`src/rtl/cache_cfg_pkg.sv`:
```
package cache_cfg_pkg;

    localparam int addr_width   = 32;  // Byte address.
    localparam int tag_width    = 24;
    localparam int index_width  = 4;
    localparam int offset_width = 4;

    localparam int way_num  = 4;
    localparam int line_num = 16;  // Sets per way.

    localparam int line_bits = 128;
    localparam int word_bits = 32;

    // Ages run from 0 for the most recent way up to way_num - 1 for the oldest.
    localparam int age_width = $clog2(way_num);
    localparam logic [age_width-1:0] age_max = age_width'(way_num - 1);

    // Victim way for a refill.
    typedef enum logic [2:0] {
        way0   = 3'd0,
        way1   = 3'd1,
        way2   = 3'd2,
        way3   = 3'd3,
        no_way = 3'd4  // No refill target chosen.
    } replace_way_e;

endpackage
```
`src/rtl/cache_bus_pkg.sv`:
```
package cache_bus_pkg;

    import cache_cfg_pkg::*;

    // CPU read request, a byte address.
    typedef struct packed {
        logic [addr_width-1:0] addr;
    } cpu_req_t;

    // Word returned to the CPU.
    typedef struct packed {
        logic [word_bits-1:0] data;
    } cpu_rsp_t;

    // Line fetch towards main memory; the address is always line aligned.
    typedef struct packed {
        logic [addr_width-1:0] addr;
    } mem_req_t;

    // Whole line returned by main memory.
    typedef struct packed {
        logic [line_bits-1:0] line;
    } mem_fill_t;

    // Refill controller states.
    typedef enum logic [1:0] {
        idle      = 2'd0,  // Ready for a new request.
        lookup    = 2'd1,  // Tag compare on the held request.
        wait_fill = 2'd2,  // Line fetch outstanding.
        replay    = 2'd3   // Lookup again after the line is written.
    } ctrl_state_e;

endpackage

```
`src/rtl/refill_ctrl.sv`:
```
module refill_ctrl import cache_cfg_pkg::*, cache_bus_pkg::*; (
    input  logic                    clk,
    input  logic                    rst_n,
    input  logic                    cache_en,
    input  logic                    req_valid,
    input  cpu_req_t                req,
    output logic                    busy,
    output logic                    rsp_valid,
    output cpu_rsp_t                rsp,
    output logic                    mem_rd_en,
    output mem_req_t                mem_req,
    input  logic                    mem_fill_valid,
    input  mem_fill_t               mem_fill,
    output logic [tag_width-1:0]    tag,
    output logic [index_width-1:0]  index,
    output logic [offset_width-1:0] offset,
    output logic                    lookup_en,
    output logic                    fill_en,
    output logic [addr_width-1:0]   refill_addr,
    input  logic [way_num-1:0]      hit_en,
    input  logic [word_bits-1:0]    hit_word
);

    ctrl_state_e               state;
    logic                      cached_q;  // cache_en as seen with the request.
    logic [addr_width-1:0]     addr_q;
    logic                      hit;
    logic [offset_width-3:0]   word_idx;
    logic [word_bits-1:0]      fill_word;

    assign tag    = addr_q[addr_width-1 -: tag_width];
    assign index  = addr_q[offset_width +: index_width];
    assign offset = addr_q[offset_width-1:0];

    // The request is held for the whole miss, so the fetch address is stable too.
    assign refill_addr = {addr_q[addr_width-1:offset_width], {offset_width{1'b0}}};

    assign busy      = (state != idle);
    assign lookup_en = cached_q && (state == lookup || state == replay);
    assign fill_en   = cached_q && (state == wait_fill) && mem_fill_valid;
    assign hit       = |hit_en;

    assign word_idx  = offset[offset_width-1:2];
    assign fill_word = mem_fill.line[word_idx*word_bits +: word_bits];  // Bypass word.

    always_ff @(posedge clk or negedge rst_n) begin
        if (!rst_n) begin
            state     <= idle;
            cached_q  <= 1'b0;
            rsp_valid <= 1'b0;
            mem_rd_en <= 1'b0;
        end else begin
            rsp_valid <= 1'b0;
            mem_rd_en <= 1'b0;
            case (state)
                idle: begin
                    if (req_valid) begin
                        state    <= lookup;
                        cached_q <= cache_en;
                    end
                end
                lookup: begin
                    if (hit) begin
                        rsp_valid <= 1'b1;
                        state     <= idle;
                    end else begin
                        mem_rd_en <= 1'b1;  // A bypass request always lands here.
                        state     <= wait_fill;
                    end
                end
                wait_fill: begin
                    if (mem_fill_valid) begin
                        if (cached_q) begin
                            state <= replay;
                        end else begin
                            rsp_valid <= 1'b1;
                            state     <= idle;
                        end
                    end
                end
                replay: begin
                    rsp_valid <= 1'b1;  // The line was written in the fill cycle.
                    state     <= idle;
                end
                default: begin
                    state <= idle;
                end
            endcase
        end
    end

    always_ff @(posedge clk) begin
        if (state == idle && req_valid) begin
            addr_q <= req.addr;
        end
        if (state == lookup && !hit) begin
            mem_req.addr <= refill_addr;
        end
        if ((state == lookup && hit) || state == replay) begin
            rsp.data <= hit_word;
        end else if (state == wait_fill && mem_fill_valid && !cached_q) begin
            rsp.data <= fill_word;
        end
    end

endmodule

```
`config.mk`:
```
export PLATFORM = sky130hd
export DESIGN_NAME = refill_ctrl
export DESIGN_NICKNAME = d
export VERILOG_FILES = /design/src/rtl/cache_cfg_pkg.sv /design/src/rtl/cache_bus_pkg.sv /design/src/rtl/refill_ctrl.sv
export SDC_FILE = /design/constraint.sdc
export NUM_CORES = 1
export LEC_CHECK = 0
export BUFFER_PORTS_ARGS = -buffer_cell sky130_fd_sc_hd__buf_2
export CORE_AREA = 2 2 129 131
export CTS_CLUSTER_SIZE = 12
export DETAILED_ROUTE_END_ITERATION = 12
export DIE_AREA = 0 0 131 133
export PLACE_DENSITY = 0.55
export SLEW_MARGIN = 20
export SYNTH_ARGS = -nofsm -noshare
export SYNTH_HDL_FRONTEND = slang
export SYNTH_SLANG_ARGS = --single-unit
export TNS_END_PERCENT = 100
```
`constraint.sdc`:
```
create_clock -name clk -period 4 [get_ports clk]
set_clock_uncertainty 0.15 [all_clocks]
set_input_delay 0.2 -clock clk [delete_from_list [all_inputs] [get_ports clk]]
set_output_delay 0.2 -clock clk [all_outputs]
set_load 0.05 [all_outputs]
```
; Word-level counts from Yosys, hierarchy flattened
; Index checks and enable logic that the tools add are counted.
[word_totals]
inputBits = 201
register_bits = 97
wordCells = 44
output_inout_bits = 133
[op_classes]
eq_ne = 5
mux = 13
n_reduce_logical = 18
n_shift = 1
[ops]
columns = operator, count
row1 = 128-bit by 8-bit variable part select with 32-bit output, 1
row2 = 32-bit two-way mux, 2
row3 = 1-bit logical AND, 8
row4 = 2-bit two-way mux, 4
row5 = 2-bit one-hot mux with 4 select lines, 1
row6 = 1-bit two-way mux, 5
row7 = 2-bit equality test (second input constant), 2
row8 = 2-bit inequality test (second input constant), 2
row9 = 2-bit AND reduction, 2
row10 = 2-bit nonzero test, 2
row11 = 4-bit OR reduction, 1
row12 = 1-bit one-hot mux with 3 select lines, 1
row13 = 2-bit by 1-bit equality test with 1-bit output (second input constant), 1
row14 = 1-bit logical NOT, 2
row15 = 2-bit logical NOT, 1
row16 = 1-bit logical OR, 2

; Logic depth before layout (Yosys ltp)
[depth]
depth_word = 5
depth_mapped = 4
ltp_nobuf = 3

; Worst setup path after synthesis
; No wires, ideal clock.
[synth_timing]
path_type = reg2reg
startpoint = reg state[0]
endpoint = reg rsp[0] (netlist name) (enable)
path_stages_with_launch = 4
path_slack_ns = 0.495
period_less_slack_ns = 3.505
arrival_time_ns = 2.890
required_time_ns = 3.384
path_cell_list = dfrtp_1 -> inv_1 -> nand2_1 -> o21ai_0
[synth_between]
elab_chain_cells = 4
word_cells_on_any_way = 8
[synth_lines]
columns = element, line_no
row1 = from (decl), refill_ctrl.sv:24  ; ctrl_state_e state;
row2 = from (signal assigned), refill_ctrl.sv:48  ; state <= idle;
row3 = from (signal assigned), refill_ctrl.sv:58  ; state <= lookup;
row4 = from (signal assigned), refill_ctrl.sv:65  ; state <= idle;
row5 = 2-bit by 1-bit equality test with 1-bit output / 2-bit equality test (equally long branches), "refill_ctrl.sv:99, refill_ctrl.sv:101"
row6 = "1-bit logical AND, on equally long branches", "refill_ctrl.sv:99, refill_ctrl.sv:101"
row7 = 1-bit logical OR / 1-bit logical AND (equally long branches), "refill_ctrl.sv:99, refill_ctrl.sv:101"
row8 = 2-bit nonzero test (no source line) (*), -
row9 = to (decl), refill_ctrl.sv:9  ; output cpu_rsp_t rsp,
; Every way passes the cells marked *; elsewhere a longest branch is shown, timed or not.
; A chain may end at the register's enable or synchronous reset.

; Worst setup path in the final report
[layout_timing]
startpoint = reg addr_q[2]
endpoint = reg rsp[24] (netlist name), data pin
[layout_between]
elab_chain_cells = 3
[layout_lines]
columns = element, line_no
row1 = from (decl), refill_ctrl.sv:26  ; logic [addr_width-1:0] addr_q;
row2 = from (signal assigned), refill_ctrl.sv:94  ; addr_q <= req.addr;
row3 = 128-bit by 8-bit variable part select with 32-bit output, refill_ctrl.sv:44  ; assign fill_word = mem_fill.line[word_idx*word_bits +: word_bits];
row4 = 32-bit two-way mux, refill_ctrl.sv:101  ; end else if (state == wait_fill && mem_fill_valid && !cached_q) begin
row5 = 32-bit two-way mux, refill_ctrl.sv:99  ; if ((state == lookup && hit) || state == replay) begin
; No other way between the ends. The select of a mux whose other input is x is not followed.

==> out/qor.csv <==
stage;metric;value;unit
yosys;synth_top_area_share;62.41;%
layout;nFillCells;1500;
timing;hold_viol;0;
status;status;finished clean;
global_routing;overflow;0;
drt;vias_per_cell;4.286;
worst_setup_path;crit_family;multiplexers;
placed_design;dp_slack;1465;ps
yosys;ys_seq_elements;97;
yosys;syn_inst;227;
yosys;synth-async-reset-ratio;5.155;%
worst_setup_path;path_cells;buf_4 -> mux4_2 -> mux2_2;
worst_setup_path;cp.buffers_inverters;1;
drt;vias;3510;
layout;nNetsFinal;793;
layout;finish.instance_area;0.007027;mm²
drt;wl_per_cell;17.17;µm
global_routing;globalRouteMet3Util;4.893;%
timing;min_period_over_period;62.39;%
timing;setup_violations;0;
global_routing;busiest_layer;met2;
yosys;synth_area_leaders;edfxtp_1 (62%), mux4_2 (16%), mux2_2 (8.4%);
yosys;synth-edff-count;92;
yosys;yosysWarnings;0;
drt;drt_first_iter_violations;151;
worst_setup_path;cp-start-kind;register;
placed_design;dp_hpwl;10940;µm
worst_setup_path;crit_slowest_cell;edfxtp_1;
global_routing;grt_pass1_wl;19910;µm
drt;drc;0;
global_routing;grt_max_degree;34;
floorplanning;die_y;133;µm
global_routing;grtUsageMet2;28.64;%
yosys;synth_top_area_cell;edfxtp_1;
timing;rsz0062_at_grt;no;
floorplanning;core-area;0.01617;mm²
worst_setup_path;cp_data_arrival_time;2440;ps
worst_setup_path;critical_path_class;register to register;
worst_setup_path;path_max_fanout;24;
timing;setup_slack;1504;ps
yosys;synth_top_cells_by_count;edfxtp_1 (92), buf_4 (36), mux2_2 (33);
yosys;synth_seq_area_share;65.23;%
clock_network;root_buffer;clkbuf_16;
clock_network;cts_buffers;9;
placed_design;globalplace.congestion;0.8153;
global_routing;track_usage;15.41;%
clock_network;holdBufCountCts;62;
timing;setup_tns;0;ps
floorplanning;dieArea;0.01742;mm²
drt;routed_wl;14070;µm
clock_network;clock_path_buffers;2;
floorplanning;die_w;131;µm
timing;relSlewSlack;42.88;%
worst_hold_path;hold_path.class;input pin to register;
layout;drive_gt1_share;70.02;%
flow_run;max_cap_violations;0;
drt;antenna_left;0;
global_routing;antenna_found_initial;1;
yosys;avgSynthCellArea;19.50;µm²
layout;synthToLayoutAreaGrowth;58.73;%
clock_network;clk_latency;350;ps
drt;drt-pass1-iter-count;4;
yosys;synth_cell_types;22;
worst_setup_path;slowest_delay;710;ps
placed_design;place_area;0.006110;mm²
power_and_ir_drop;ir_worst_vdd;0.1849;mV
global_routing;use_met1;15.93;%
timing;tightest_slew;854.8;ps
floorplanning;rows;47;
clock_network;post_cts_buffers;0;
worst_setup_path;endpoint_kind;register;
clock_network;cts_tree;built;
clock_network;cts_sinks;97;
yosys;syn_area;0.004427;mm²
clock_network;cts.htree.levels;3;
power_and_ir_drop;leakage;3.057;nW
clock_network;cts_resized;0;
clock_network;cts.clk_slew.worst_paths;80;ps
yosys;synth.most_common_cell;edfxtp_1;
floorplanning;io_pins;334;
global_routing;grt_pass1_vias;3680;
timing;fmax;400.7;MHz
timing;drv_slew;0;
yosys;yosys_most_used_dff;edfxtp_1;
placed_design;io_buffers;325;
floorplanning;start_util;27.37;%
worst_setup_path;worst_ep_required_time;3940;ps
power_and_ir_drop;power.density;399.7;mW/mm²
timing;fin_crit;2496;ps
[worst min-delay path, delay by kind of cell]
kind            cells  cell delay, ps
compound gates      1              70
simple gates        1              80
buf+inv             1             120
[power breakdown]
group / leakage (nW) / total, mW / internal, mW / switching (mW)
sequential: 0.925 / 1.23 / 1.20 / 0.0322
clock: 0.142 / 0.853 / 0.435 / 0.418
combinational: 1.99 / 0.725 / 0.272 / 0.453
total: 3.06 / 2.81 / 1.90 / 0.904
[kinds of logic (layout without fill, tap and decap cells)]
| group | count (synthesis) | in the layout | share of synthesized area [%] |
|---|---|---|---|
| multiplexers | 65 | 65 | 24.68 |
| AND/OR/NAND/NOR | 11 | 11 | 1.385 |
| flip-flops | 97 | 97 | 65.23 |
| AO/OA/AOI/OAI | 5 | 5 | 0.9045 |
| buffers and inverters | 48 | 411 | 7.716 |
| other | 1 | 10 | 0.08471 |
[layout by cell type (no fill, tap or decap)]
cell / synthesis / layout
buf_2: 3 / 325
edfxtp_1: 92 / 92
dlygate4sd3_1: 0 / 62
mux2_2: 33 / 33
mux4_2: 32 / 32
clkbuf_16: 0 / 9
conb_1: 1 / 8
dfrtp_1: 5 / 5
buf_4: 36 / 5
clkinv_4: 0 / 4
diode_2: 0 / 2
inv_1: 2 / 2
nand2_1: 2 / 2
nand2b_1: 2 / 2
o21ai_4: 1 / 2
or4_4: 1 / 1
o21ai_0: 2 / 1
or2_2: 1 / 1
nor3_2: 0 / 1
and2_1: 1 / 1
nor2_1: 2 / 1
nor2_4: 0 / 1
nand3_1: 1 / 1
a21oi_1: 1 / 1
a31o_2: 1 / 1
clkinv_8: 0 / 1
clkinv_1: 0 / 1
inv_8: 0 / 1
buf_16: 0 / 1
[worst paths after layout]
check	start	end	slack (ps)	cells after the start
setup / recovery	addr_q[2]	rsp[24]	1500	3
hold / removal	mem_fill_valid	state[0]	20	3
setup reg to reg	addr_q[2]	rsp[24]	1500	3
hold reg to reg	addr_q[9]	mem_req[9]	320	0
max in group asynchronous	rst_n	mem_rd_en	3490	2
min in group asynchronous	rst_n	cached_q	60	2
[cell type report]
class / instances / area [µm²] / share of cell area [%]
Clock buffer: 9 / 225.2 / 3.205
Sequential cell: 97 / 2888 / 41.10
Antenna cell: 2 / 5.005 / 0.07123
Clock inverter: 7 / 66.31 / 0.9437
Multi-Input combinational cell: 89 / 1247 / 17.75
Tap cell: 220 / 275.3 / 3.917
Timing Repair Buffer: 393 / 2312 / 32.91
Inverter: 2 / 7.507 / 0.1068
[sequential cells by signal (all words and copies together), names as in the netlist]
signal and count:
mem_rd_en 1, mem_req 28, cached_q 1, addr_q 32, state 2, rsp_valid 1, rsp 32
[metal layers]
metal / vias up / wire (µm)
li1: 1602 / -
met5: - / 0
met4: 0 / 258
met3: 18 / 1400
met1: 1664 / 4945
met2: 226 / 7462
[metrics by stage]
| step | std cells | power, mW | hold slack, ps | utilization [%] |
|---|---|---|---|---|
| final | 819 | 2.808 | 18.70 | 43.45 |
| after global routing | 817 | 2.925 | 10.29 | 43.42 |
| after CTS | 817 | 2.852 | 0.5290 | 43.42 |
| after detailed placement | 739 | 1.940 | -128.3 | 37.78 |
| after global placement | 738 | 1.923 | -132.0 | 37.61 |
| after floorplan | 234 | 1.744 | -245.6 | - |
Note: power is estimated with default switching activity, not from simulation.
