<file path="config.mk">
export PLATFORM = sky130hd
export DESIGN_NAME = tag_ram
export DESIGN_NICKNAME = d
export VERILOG_FILES = /design/src/rtl/cache_cfg_pkg.sv /design/src/rtl/tag_ram.sv /design/src/rtl/lru.sv
export SDC_FILE = /design/constraint.sdc
export NUM_CORES = 2
export LEC_CHECK = 0
export ABC_AREA = 1
export BUFFER_PORTS_ARGS = -buffer_cell sky130_fd_sc_hd__buf_2
export CAP_MARGIN = 30
export CORE_ASPECT_RATIO = 1.25
export CORE_MARGIN = 4
export CORE_UTILIZATION = 30
export CTS_BUF_LIST = sky130_fd_sc_hd__clkbuf_2 sky130_fd_sc_hd__clkbuf_4 sky130_fd_sc_hd__clkbuf_8
export DETAILED_ROUTE_END_ITERATION = 10
export PLACE_DENSITY = 0.47
export SETUP_SLACK_MARGIN = 0.5
export SLEW_MARGIN = 20
export SYNTH_ARGS = -nofsm -noshare
export SYNTH_HDL_FRONTEND = slang
export SYNTH_SLANG_ARGS = --single-unit
</file>
<file path="constraint.sdc">
create_clock -name clk -period 6.75 [get_ports clk]
set_input_delay 0.675 -clock clk [delete_from_list [all_inputs] [get_ports clk]]
set_output_delay 0.675 -clock clk [all_outputs]
set_load 0.05 [all_outputs]
</file>
<file path="src/rtl/cache_cfg_pkg.sv">
package cache_cfg_pkg;

    localparam int addr_width   = 32;  // Byte address.
    localparam int tag_width    = 24;
    localparam int index_width  = 4;
    localparam int offset_width = 4;

    localparam int way_num  = 4;
    localparam int line_num = 16;  // Sets per way.

    localparam int line_bits = 128;
    localparam int word_bits = 32;

    // Ages run from 0 for the most recent way up to way_num - 1 for the oldest.
    localparam int age_width = $clog2(way_num);
    localparam logic [age_width-1:0] age_max = age_width'(way_num - 1);

    // Victim way for a refill.
    typedef enum logic [2:0] {
        way0   = 3'd0,
        way1   = 3'd1,
        way2   = 3'd2,
        way3   = 3'd3,
        no_way = 3'd4  // No refill target chosen.
    } replace_way_e;

endpackage
</file>
<file path="src/rtl/tag_ram.sv">
module tag_ram import cache_cfg_pkg::*; (
    input  logic                    clk,
    input  logic                    rst_n,
    input  logic                    lookup_en,
    input  logic [tag_width-1:0]    tag,
    input  logic [index_width-1:0]  index,
    output logic [way_num-1:0]      hit_en,
    input  logic                    fill_en,
    input  logic [addr_width-1:0]   refill_addr,
    output logic [way_num-1:0]      way_replace_en
);

    logic [tag_width-1:0]   tag_mem [way_num][line_num];
    logic [line_num-1:0]    valid_q [way_num];

    logic [tag_width-1:0]   fill_tag;
    logic [index_width-1:0] fill_index;
    logic [tag_width-1:0]   fill_tag_q;
    logic [index_width-1:0] fill_index_q;
    replace_way_e           victim_q;

    logic [way_num-1:0]     valid_vec;
    replace_way_e           replaced_way;

    assign fill_tag   = refill_addr[addr_width-1 -: tag_width];
    assign fill_index = refill_addr[offset_width +: index_width];

    // The refill target is taken one cycle late, well before any fill can return.
    always_ff @(posedge clk) begin
        fill_tag_q   <= fill_tag;
        fill_index_q <= fill_index;
    end

    always_ff @(posedge clk or negedge rst_n) begin
        if (!rst_n) begin
            victim_q <= no_way;
            for (int w = 0; w < way_num; w++) begin
                valid_q[w] <= '0;
            end
        end else begin
            victim_q <= replaced_way;
            for (int w = 0; w < way_num; w++) begin
                if (fill_en && victim_q == replace_way_e'(w)) begin
                    valid_q[w][fill_index_q] <= 1'b1;  // The line becomes usable.
                end
            end
        end
    end

    always_ff @(posedge clk) begin
        for (int w = 0; w < way_num; w++) begin
            if (fill_en && victim_q == replace_way_e'(w)) begin
                tag_mem[w][fill_index_q] <= fill_tag_q;
            end
        end
    end

    // Tag compare per way on the set addressed by the controller.
    always_comb begin
        for (int w = 0; w < way_num; w++) begin
            valid_vec[w] = valid_q[w][index];
            hit_en[w]    = lookup_en && valid_vec[w] && (tag_mem[w][index] == tag);
        end
    end

    lru u_lru (
        .clk            (clk),
        .rst_n          (rst_n),
        .lookup_en      (lookup_en),
        .hit_en         (hit_en),
        .index          (index),
        .valid_vec      (valid_vec),
        .way_replace_en (way_replace_en),
        .replaced_way   (replaced_way)
    );

endmodule

</file>
<file path="src/rtl/lru.sv">
module lru import cache_cfg_pkg::*; (
    input  logic                    clk,
    input  logic                    rst_n,
    input  logic                    lookup_en,
    input  logic [way_num-1:0]      hit_en,
    input  logic [index_width-1:0]  index,
    input  logic [way_num-1:0]      valid_vec,
    output logic [way_num-1:0]      way_replace_en,
    output replace_way_e            replaced_way
);

    logic [age_width-1:0] age_q [line_num][way_num];
    logic [age_width-1:0] hit_age;

    // Lowest invalid way first; a full set gives up its oldest way.
    always_comb begin
        replaced_way = no_way;
        if (&valid_vec) begin
            for (int w = way_num - 1; w >= 0; w--) begin
                if (age_q[index][w] == age_max) begin
                    replaced_way = replace_way_e'(w);
                end
            end
        end else begin
            for (int w = way_num - 1; w >= 0; w--) begin
                if (!valid_vec[w]) begin
                    replaced_way = replace_way_e'(w);
                end
            end
        end
    end

    always_comb begin
        for (int w = 0; w < way_num; w++) begin
            way_replace_en[w] = (replaced_way == replace_way_e'(w));
        end
    end

    always_comb begin
        hit_age = '0;
        for (int w = 0; w < way_num; w++) begin
            if (hit_en[w]) begin
                hit_age = age_q[index][w];
            end
        end
    end

    // Ways that hold no line yet are kept at the oldest age. A freshly filled
    // way then enters at the top and pushes every valid way one step older.
    always_ff @(posedge clk or negedge rst_n) begin
        if (!rst_n) begin
            for (int s = 0; s < line_num; s++) begin
                for (int w = 0; w < way_num; w++) begin
                    age_q[s][w] <= '0;
                end
            end
        end else if (lookup_en && |hit_en) begin
            for (int w = 0; w < way_num; w++) begin
                if (hit_en[w]) begin
                    age_q[index][w] <= '0;  // Most recently used.
                end else if (!valid_vec[w]) begin
                    age_q[index][w] <= age_max;
                end else if (age_q[index][w] < hit_age) begin
                    age_q[index][w] <= age_q[index][w] + 1'b1;
                end
            end
        end
    end

endmodule

</file>
# Word level (Yosys, flattened, before mapping)

Memory sizes are Yosys's and may differ from the RTL's.
Index checks and enable logic that the tools add are counted.

Register bits after elaboration: 223
RAM bits: 1536
Bits of input ports: 64
Output and inout port bits: 8
Logic and storage cells: 226
Memories: 1

Add/subtract/negate cells: 4
Magnitude comparators: 11
Eq/ne operators: 14
Muxes and demuxes: 84
Bitwise logic cells: 18
Reductions and logical operators: 23

Memory list:

| name    | depth | bits a word | read ports | clocked after Yosys merged registers in | wr ports | RTL line      | text |
|---|---|---|---|---|---|---|---|
| tag_mem | 4     | 384         | 4          | 0                                       | 1        | tag_ram.sv:13 | `logic [tag_width-1:0] tag_mem [way_num][line_num];` |

Operators by type and width:

| operator                                                                     | number |
|---|---|
| 384-bit 2-to-1 mux                                                           | 10 |
| 128-bit 2-to-1 mux                                                           | 15 |
| 384-bit OR reduction                                                         | 3 |
| 128-bit bitwise AND                                                          | 4 |
| 128-bit bitwise mux                                                          | 4 |
| 128-bit NOT                                                                  | 4 |
| 128-bit bitwise OR                                                           | 4 |
| 24-bit binary-select mux with 4-bit select                                   | 4 |
| 24-bit 2-to-1 mux                                                            | 9 |
| 8-bit demux with 4-bit select                                                | 4 |
| 24-bit demux with 4-bit select                                               | 1 |
| 24-bit == test                                                               | 4 |
| 16-bit bitwise OR                                                            | 4 |
| 8-bit binary-select mux with 4-bit select                                    | 1 |
| 3-bit 2-to-1 mux                                                             | 9 |
| 8-bit 2-to-1 mux                                                             | 3 |
| 1-bit binary-select mux with 4-bit select                                    | 4 |
| 1-bit logical AND                                                            | 16 |
| 2-bit 2-to-1 mux                                                             | 8 |
| 3-bit by 2-bit == test with 1-bit output, second input constant              | 4 |
| 5-bit >= comparator, second input constant                                   | 2 |
| 4-bit by 5-bit less-than comparator with 1-bit output, second input constant | 2 |
| 5-bit by 1-bit less-than comparator with 1-bit output, second input constant | 2 |
| 4-bit NOT with 5-bit output                                                  | 2 |
| 12 further kinds                                                             | 31 |

# Longest topological paths before layout

Word-level depth: 29
Mapped depth: 34
Depth with buffers taken out: 31

# Hierarchy

From an unflattened synthesis, not the netlist that was laid out.

Cell total of the unflattened synthesis: 8217
Area, all modules: 79638.9 sq um

By module, submodules not included:

| module  | instances | cells each | area an instance (sq um) | sequential area each (sq um) |
|---|---|---|---|---|
| tag_ram | 1         | 6344       | 68547.0                  | 48362.6 |
| lru     | 1         | 1873       | 11091.9                  | 3203.1 |

# Least setup slack after synthesis

Ideal clock, no wire load.

Path kind: input to output
Start point: input port index[0]
End point: output port way_replace_en[0]
Arrival time: 4.262 ns
Required time: 6.075 ns
Path slack: 1.813 ns
Cell stages on the path: 16
Buffers on the path: 5
Path through: buf_6 > inv_4 > buf_4 > nand2_1 > clkbuf_1 > buf_1 > o22ai_1 > o21ai_0 > nand4_1 > clkbuf_1 > ha_1 > nor2_1 > nor3_1 > o21ai_0 > inv_1 > nor3_1

Cells in the longest elaborated chain, start to end: 11
Elaborated cells between the ends (all ways): 27

RTL lines:

| item                                                | RTL line      | text |
|---|---|---|
| from (decl)                                         | tag_ram.sv:6  | `input logic [index_width-1:0] index,` |
| 4-bit NOT with 5-bit output (not written as such)   | lru.sv:20     | `if (age_q[index][w] == age_max) begin` |
| 8-bit binary-select mux with 4-bit select           | lru.sv:20     |  |
| 8-bit 2-to-1 mux (not written as such) (2 in a row) | lru.sv:20     |  |
| 2-bit == test                                       | lru.sv:20     |  |
| 3-bit 2-to-1 mux (4 in a row)                       | lru.sv:20     |  |
| 3-bit 2-to-1 mux *                                  | lru.sv:18     | `if (&valid_vec) begin` |
| via replaced_way[1]                                 | tag_ram.sv:23 | `replace_way_e replaced_way;` |
| 3-bit logical NOT *                                 | lru.sv:35     | `way_replace_en[w] = (replaced_way == replace_way_e'(w));` |
| to (decl)                                           | tag_ram.sv:10 | `output logic [way_num-1:0] way_replace_en` |

The timed path passes the listed nets; every way through them passes the cells marked *. The select of a mux whose other input is x is not followed.

# Worst setup path after layout

Start point: input port index[1]
End point: output port way_replace_en[0]

The elaborated chain is that of the path after synthesis.

==> run metrics <==
DR vias/cell 4.94; initial antenna violation count 16; Synth Register Bits 1759; pwr/cell area 268 nW/um2; Post-layout nets 7813; crit-path cells buf_4 > buf_4 > nor2_4 > inv_1 > buf_4 > o22ai_1 > o21ai_0 > nand4_1 > ha_1 > nor2_1 > nor3_1 > o21ai_0 > inv_1 > nor3_1 > buf_2; Area Growth Syn to Fin 15.0%; FF-to-FF Start tag_mem[1][10]; Int Pwr 0.0174 W; WL per Instance 24.0 um; Hold Crit Start refill_addr[18]; count of final hold-check violations 0; Seq/Total Area, Yosys 67.7%; drt initial violations 4743; Starting Density 30.2%; Crit Path Max Fanout 27; DR pass1 iterations 6; Tightest Pin Transition 1.01 ns; sw frac 25.6%; Setup violations, final 0; outcome finished, final reports clean; row cnt 206; number of remaining DRC errors 0; max-cap check violation count 0; final WL 272000 um; TritonCTS Sinks 1759; clock root buffer clkbuf_8; Setup crit start kind input pin; Post-Route Setup TNS 0 ns; H-tree levels 5; critical setup path kind input pin to primary output; sequential power share 51.2%; Post-CTS Repair Setup Buffers 0; yosys warns 0; RSZ-0062 raised after global routing false; hold buffers post-CTS 29; GRT overflow 0; Final HPWL DP 162000 um; Crit. End Element primary output; fmax 177 MHz; most frequent cells in the layout nand2_1, edfxtp_1, nor2_1, clkbuf_8, o21ai_0; post-CTS resize count 0; Syn Nets 7571; P_leak 33.4 nW; CTS tree yes; post-route cell area 87500 um2; Worst path slowest cell o21ai_0; worst clock skew 0.0742 ns; io pins 72; port buffer count 67; die area 262000 um2; final core utilization 34.7%; Syn Inst Count 7502; Die Height 571 um; number of global-route vias before repair 54300; ys flop type edfxtp_1; GR Util All Layers 20.2%; Worst VDD drop 0.146 mV; vias 55900; DP Area 81400 um2; Slowest Stage Delay on Critical Path 0.53 ns; clock share of power 40.9%; mapped cell area 76200 um2; GP Congestion 0.917; clock buffers created by TritonCTS 303; Die X-Extent 459 um; Post-synth EDFFs 1536; Gate power share 7.9%; asr flop ratio synth 11.1%; most common cell after layout, fill and taps aside nand2_1; CORE AREA 252000 um2; max-slew violations 0; worst setup path startpoint index[1]; arrival time of the worst setup path 4.97 ns; headroom to the max-slew limit 32.9%; post-route antenna net violation count 0; net load switching power 0.00600 W; share of layout cells above drive strength 1 11.4%; most used cell, CP buf_4; required time worst endpoint 6.07 ns; Reg clk slew, reported paths 0.06 ns; Max clock buf depth 4; Tmin final 5.64 ns; global-route wire length before repair 388000 um; largest net degree at the start of global routing 104; Tightest Hold Check Type input pin to register; clk_lat worst skew 0.96 ns; Synth Area per Inst 10.2 um2; Yosys cell types 46; fin crit share 83.6%
[routing by layer]
layer  up-vias  global-route usage [%]  share of wire [%]
li1      26000                       -                  -
met1     27700                    25.3                 41
met2      1728                    35.2                 50
met3       468                    2.61                5.1
met4         6                    8.31                4.1
met5         -                       0              0.017
[through the flow]
| stage | hold WS (ns) | cells | total power [W] | setup slack, ns |
|---|---|---|---|---|
| 2_1_floorplan | 0.379 | 7502 | 0.0132 | 1.81 |
| 3_3_place_gp | 0.436 | 10700 | 0.0141 | 0.887 |
| 3_5_place_dp | 0.442 | 10700 | 0.0141 | 0.914 |
| 4_1_cts | 0.285 | 11300 | 0.0237 | 1.10 |
| 5_1_grt | 0.313 | 11300 | 0.0244 | 1.01 |
| 6_report | 0.385 | 11300 | 0.0234 | 1.11 |
[flip-flops by register name, indices dropped and copies added, names as in the netlist]
| signal | cells |
|---|---|
| fill_index_q | 4 |
| fill_tag_q | 24 |
| tag_mem | 1536 |
| u_lru.age_q | 128 |
| valid_q | 64 |
| victim_q | 3 |
[cell usage after synthesis, types with 3 or more instances]
cell / number / area (um2)
buf_4: 8 / 60.1
buf_6: 8 / 90.1
o21ai_0: 292 / 1460
xor2_1: 5 / 43.8
dfrtp_1: 194 / 4850
inv_1: 277 / 1040
nand4_1: 260 / 1630
nor2_1: 487 / 1830
nand2_1: 3232 / 12100
nor3_1: 90 / 450
clkbuf_1: 160 / 601
nand3_2: 3 / 30.0
nand2_2: 5 / 31.3
dfxtp_1: 28 / 561
o22ai_1: 48 / 300
a31oi_1: 8 / 50.1
o211ai_1: 3 / 22.5
and3_1: 3 / 18.8
clkinv_1: 4 / 15.0
buf_2: 178 / 891
ha_1: 5 / 62.6
nand3_1: 225 / 1130
nand3b_1: 6 / 45.0
o31ai_1: 17 / 128
nor2_2: 13 / 81.3
a22oi_1: 133 / 998
o21ai_1: 67 / 335
nor4_1: 12 / 75.1
inv_2: 7 / 26.3
or2_2: 32 / 200
a21oi_1: 113 / 566
and2_1: 3 / 18.8
nor3b_1: 5 / 37.5
buf_1: 22 / 82.6
edfxtp_1: 1536 / 46100
[power groups by stage]
stage / Sequential, W / Combinational, W / Clock [W]
2_1_floorplan: 0.0122 / 0.000978 / 0
3_3_place_gp: 0.0122 / 0.00184 / 0
3_5_place_dp: 0.0122 / 0.00185 / 0
4_1_cts: 0.0120 / 0.00187 / 0.00984
5_1_grt: 0.0120 / 0.00202 / 0.0103
6_report: 0.0120 / 0.00186 / 0.00957
[worst paths after layout]
path                                     endpoint  slack (ns)  cells past startpoint
worst max-delay path            way_replace_en[0]        1.11                     15
worst min-delay path               fill_tag_q[10]        0.38                      2
worst max register to register    u_lru.age_q[64]        2.24                     25
worst min register to register        valid_q[31]        0.45                      2
max in group asynchronous             valid_q[56]        5.09                      4
min in group asynchronous         u_lru.age_q[77]        0.43                      2
[kinds of logic after synthesis]
kind of cell	share of synthesized area (%)
and+or+nand+nor	23.3
DFF	67.7
AOI/OAI and AO/OA	5.14
buffers and inverters	3.70
xor gates and xnor gates	0.0575
adders and majority gates	0.0822
[final cells by class]
cell class                 instances  area (um2)
fill                           25200      165000
sequential                      1759       51600
multi-input combinational       5077       22000
clock buffer                     412        5080
tap                             3328        4160
timing repair buffer             313        2810
inverter                         290        1120
clock inverter                   122         724
antenna                           15        37.5
[critical path: cells and delay by family]
family                   cells  cell delay (ns)
buffers and inverters        6             2.03
AO/OA/AOI/OAI                3             1.01
AND/OR/NAND/NOR              5             0.84
adder cells (fa/ha/maj)      1             0.34
Note: power is estimated with default switching activity, not from simulation.
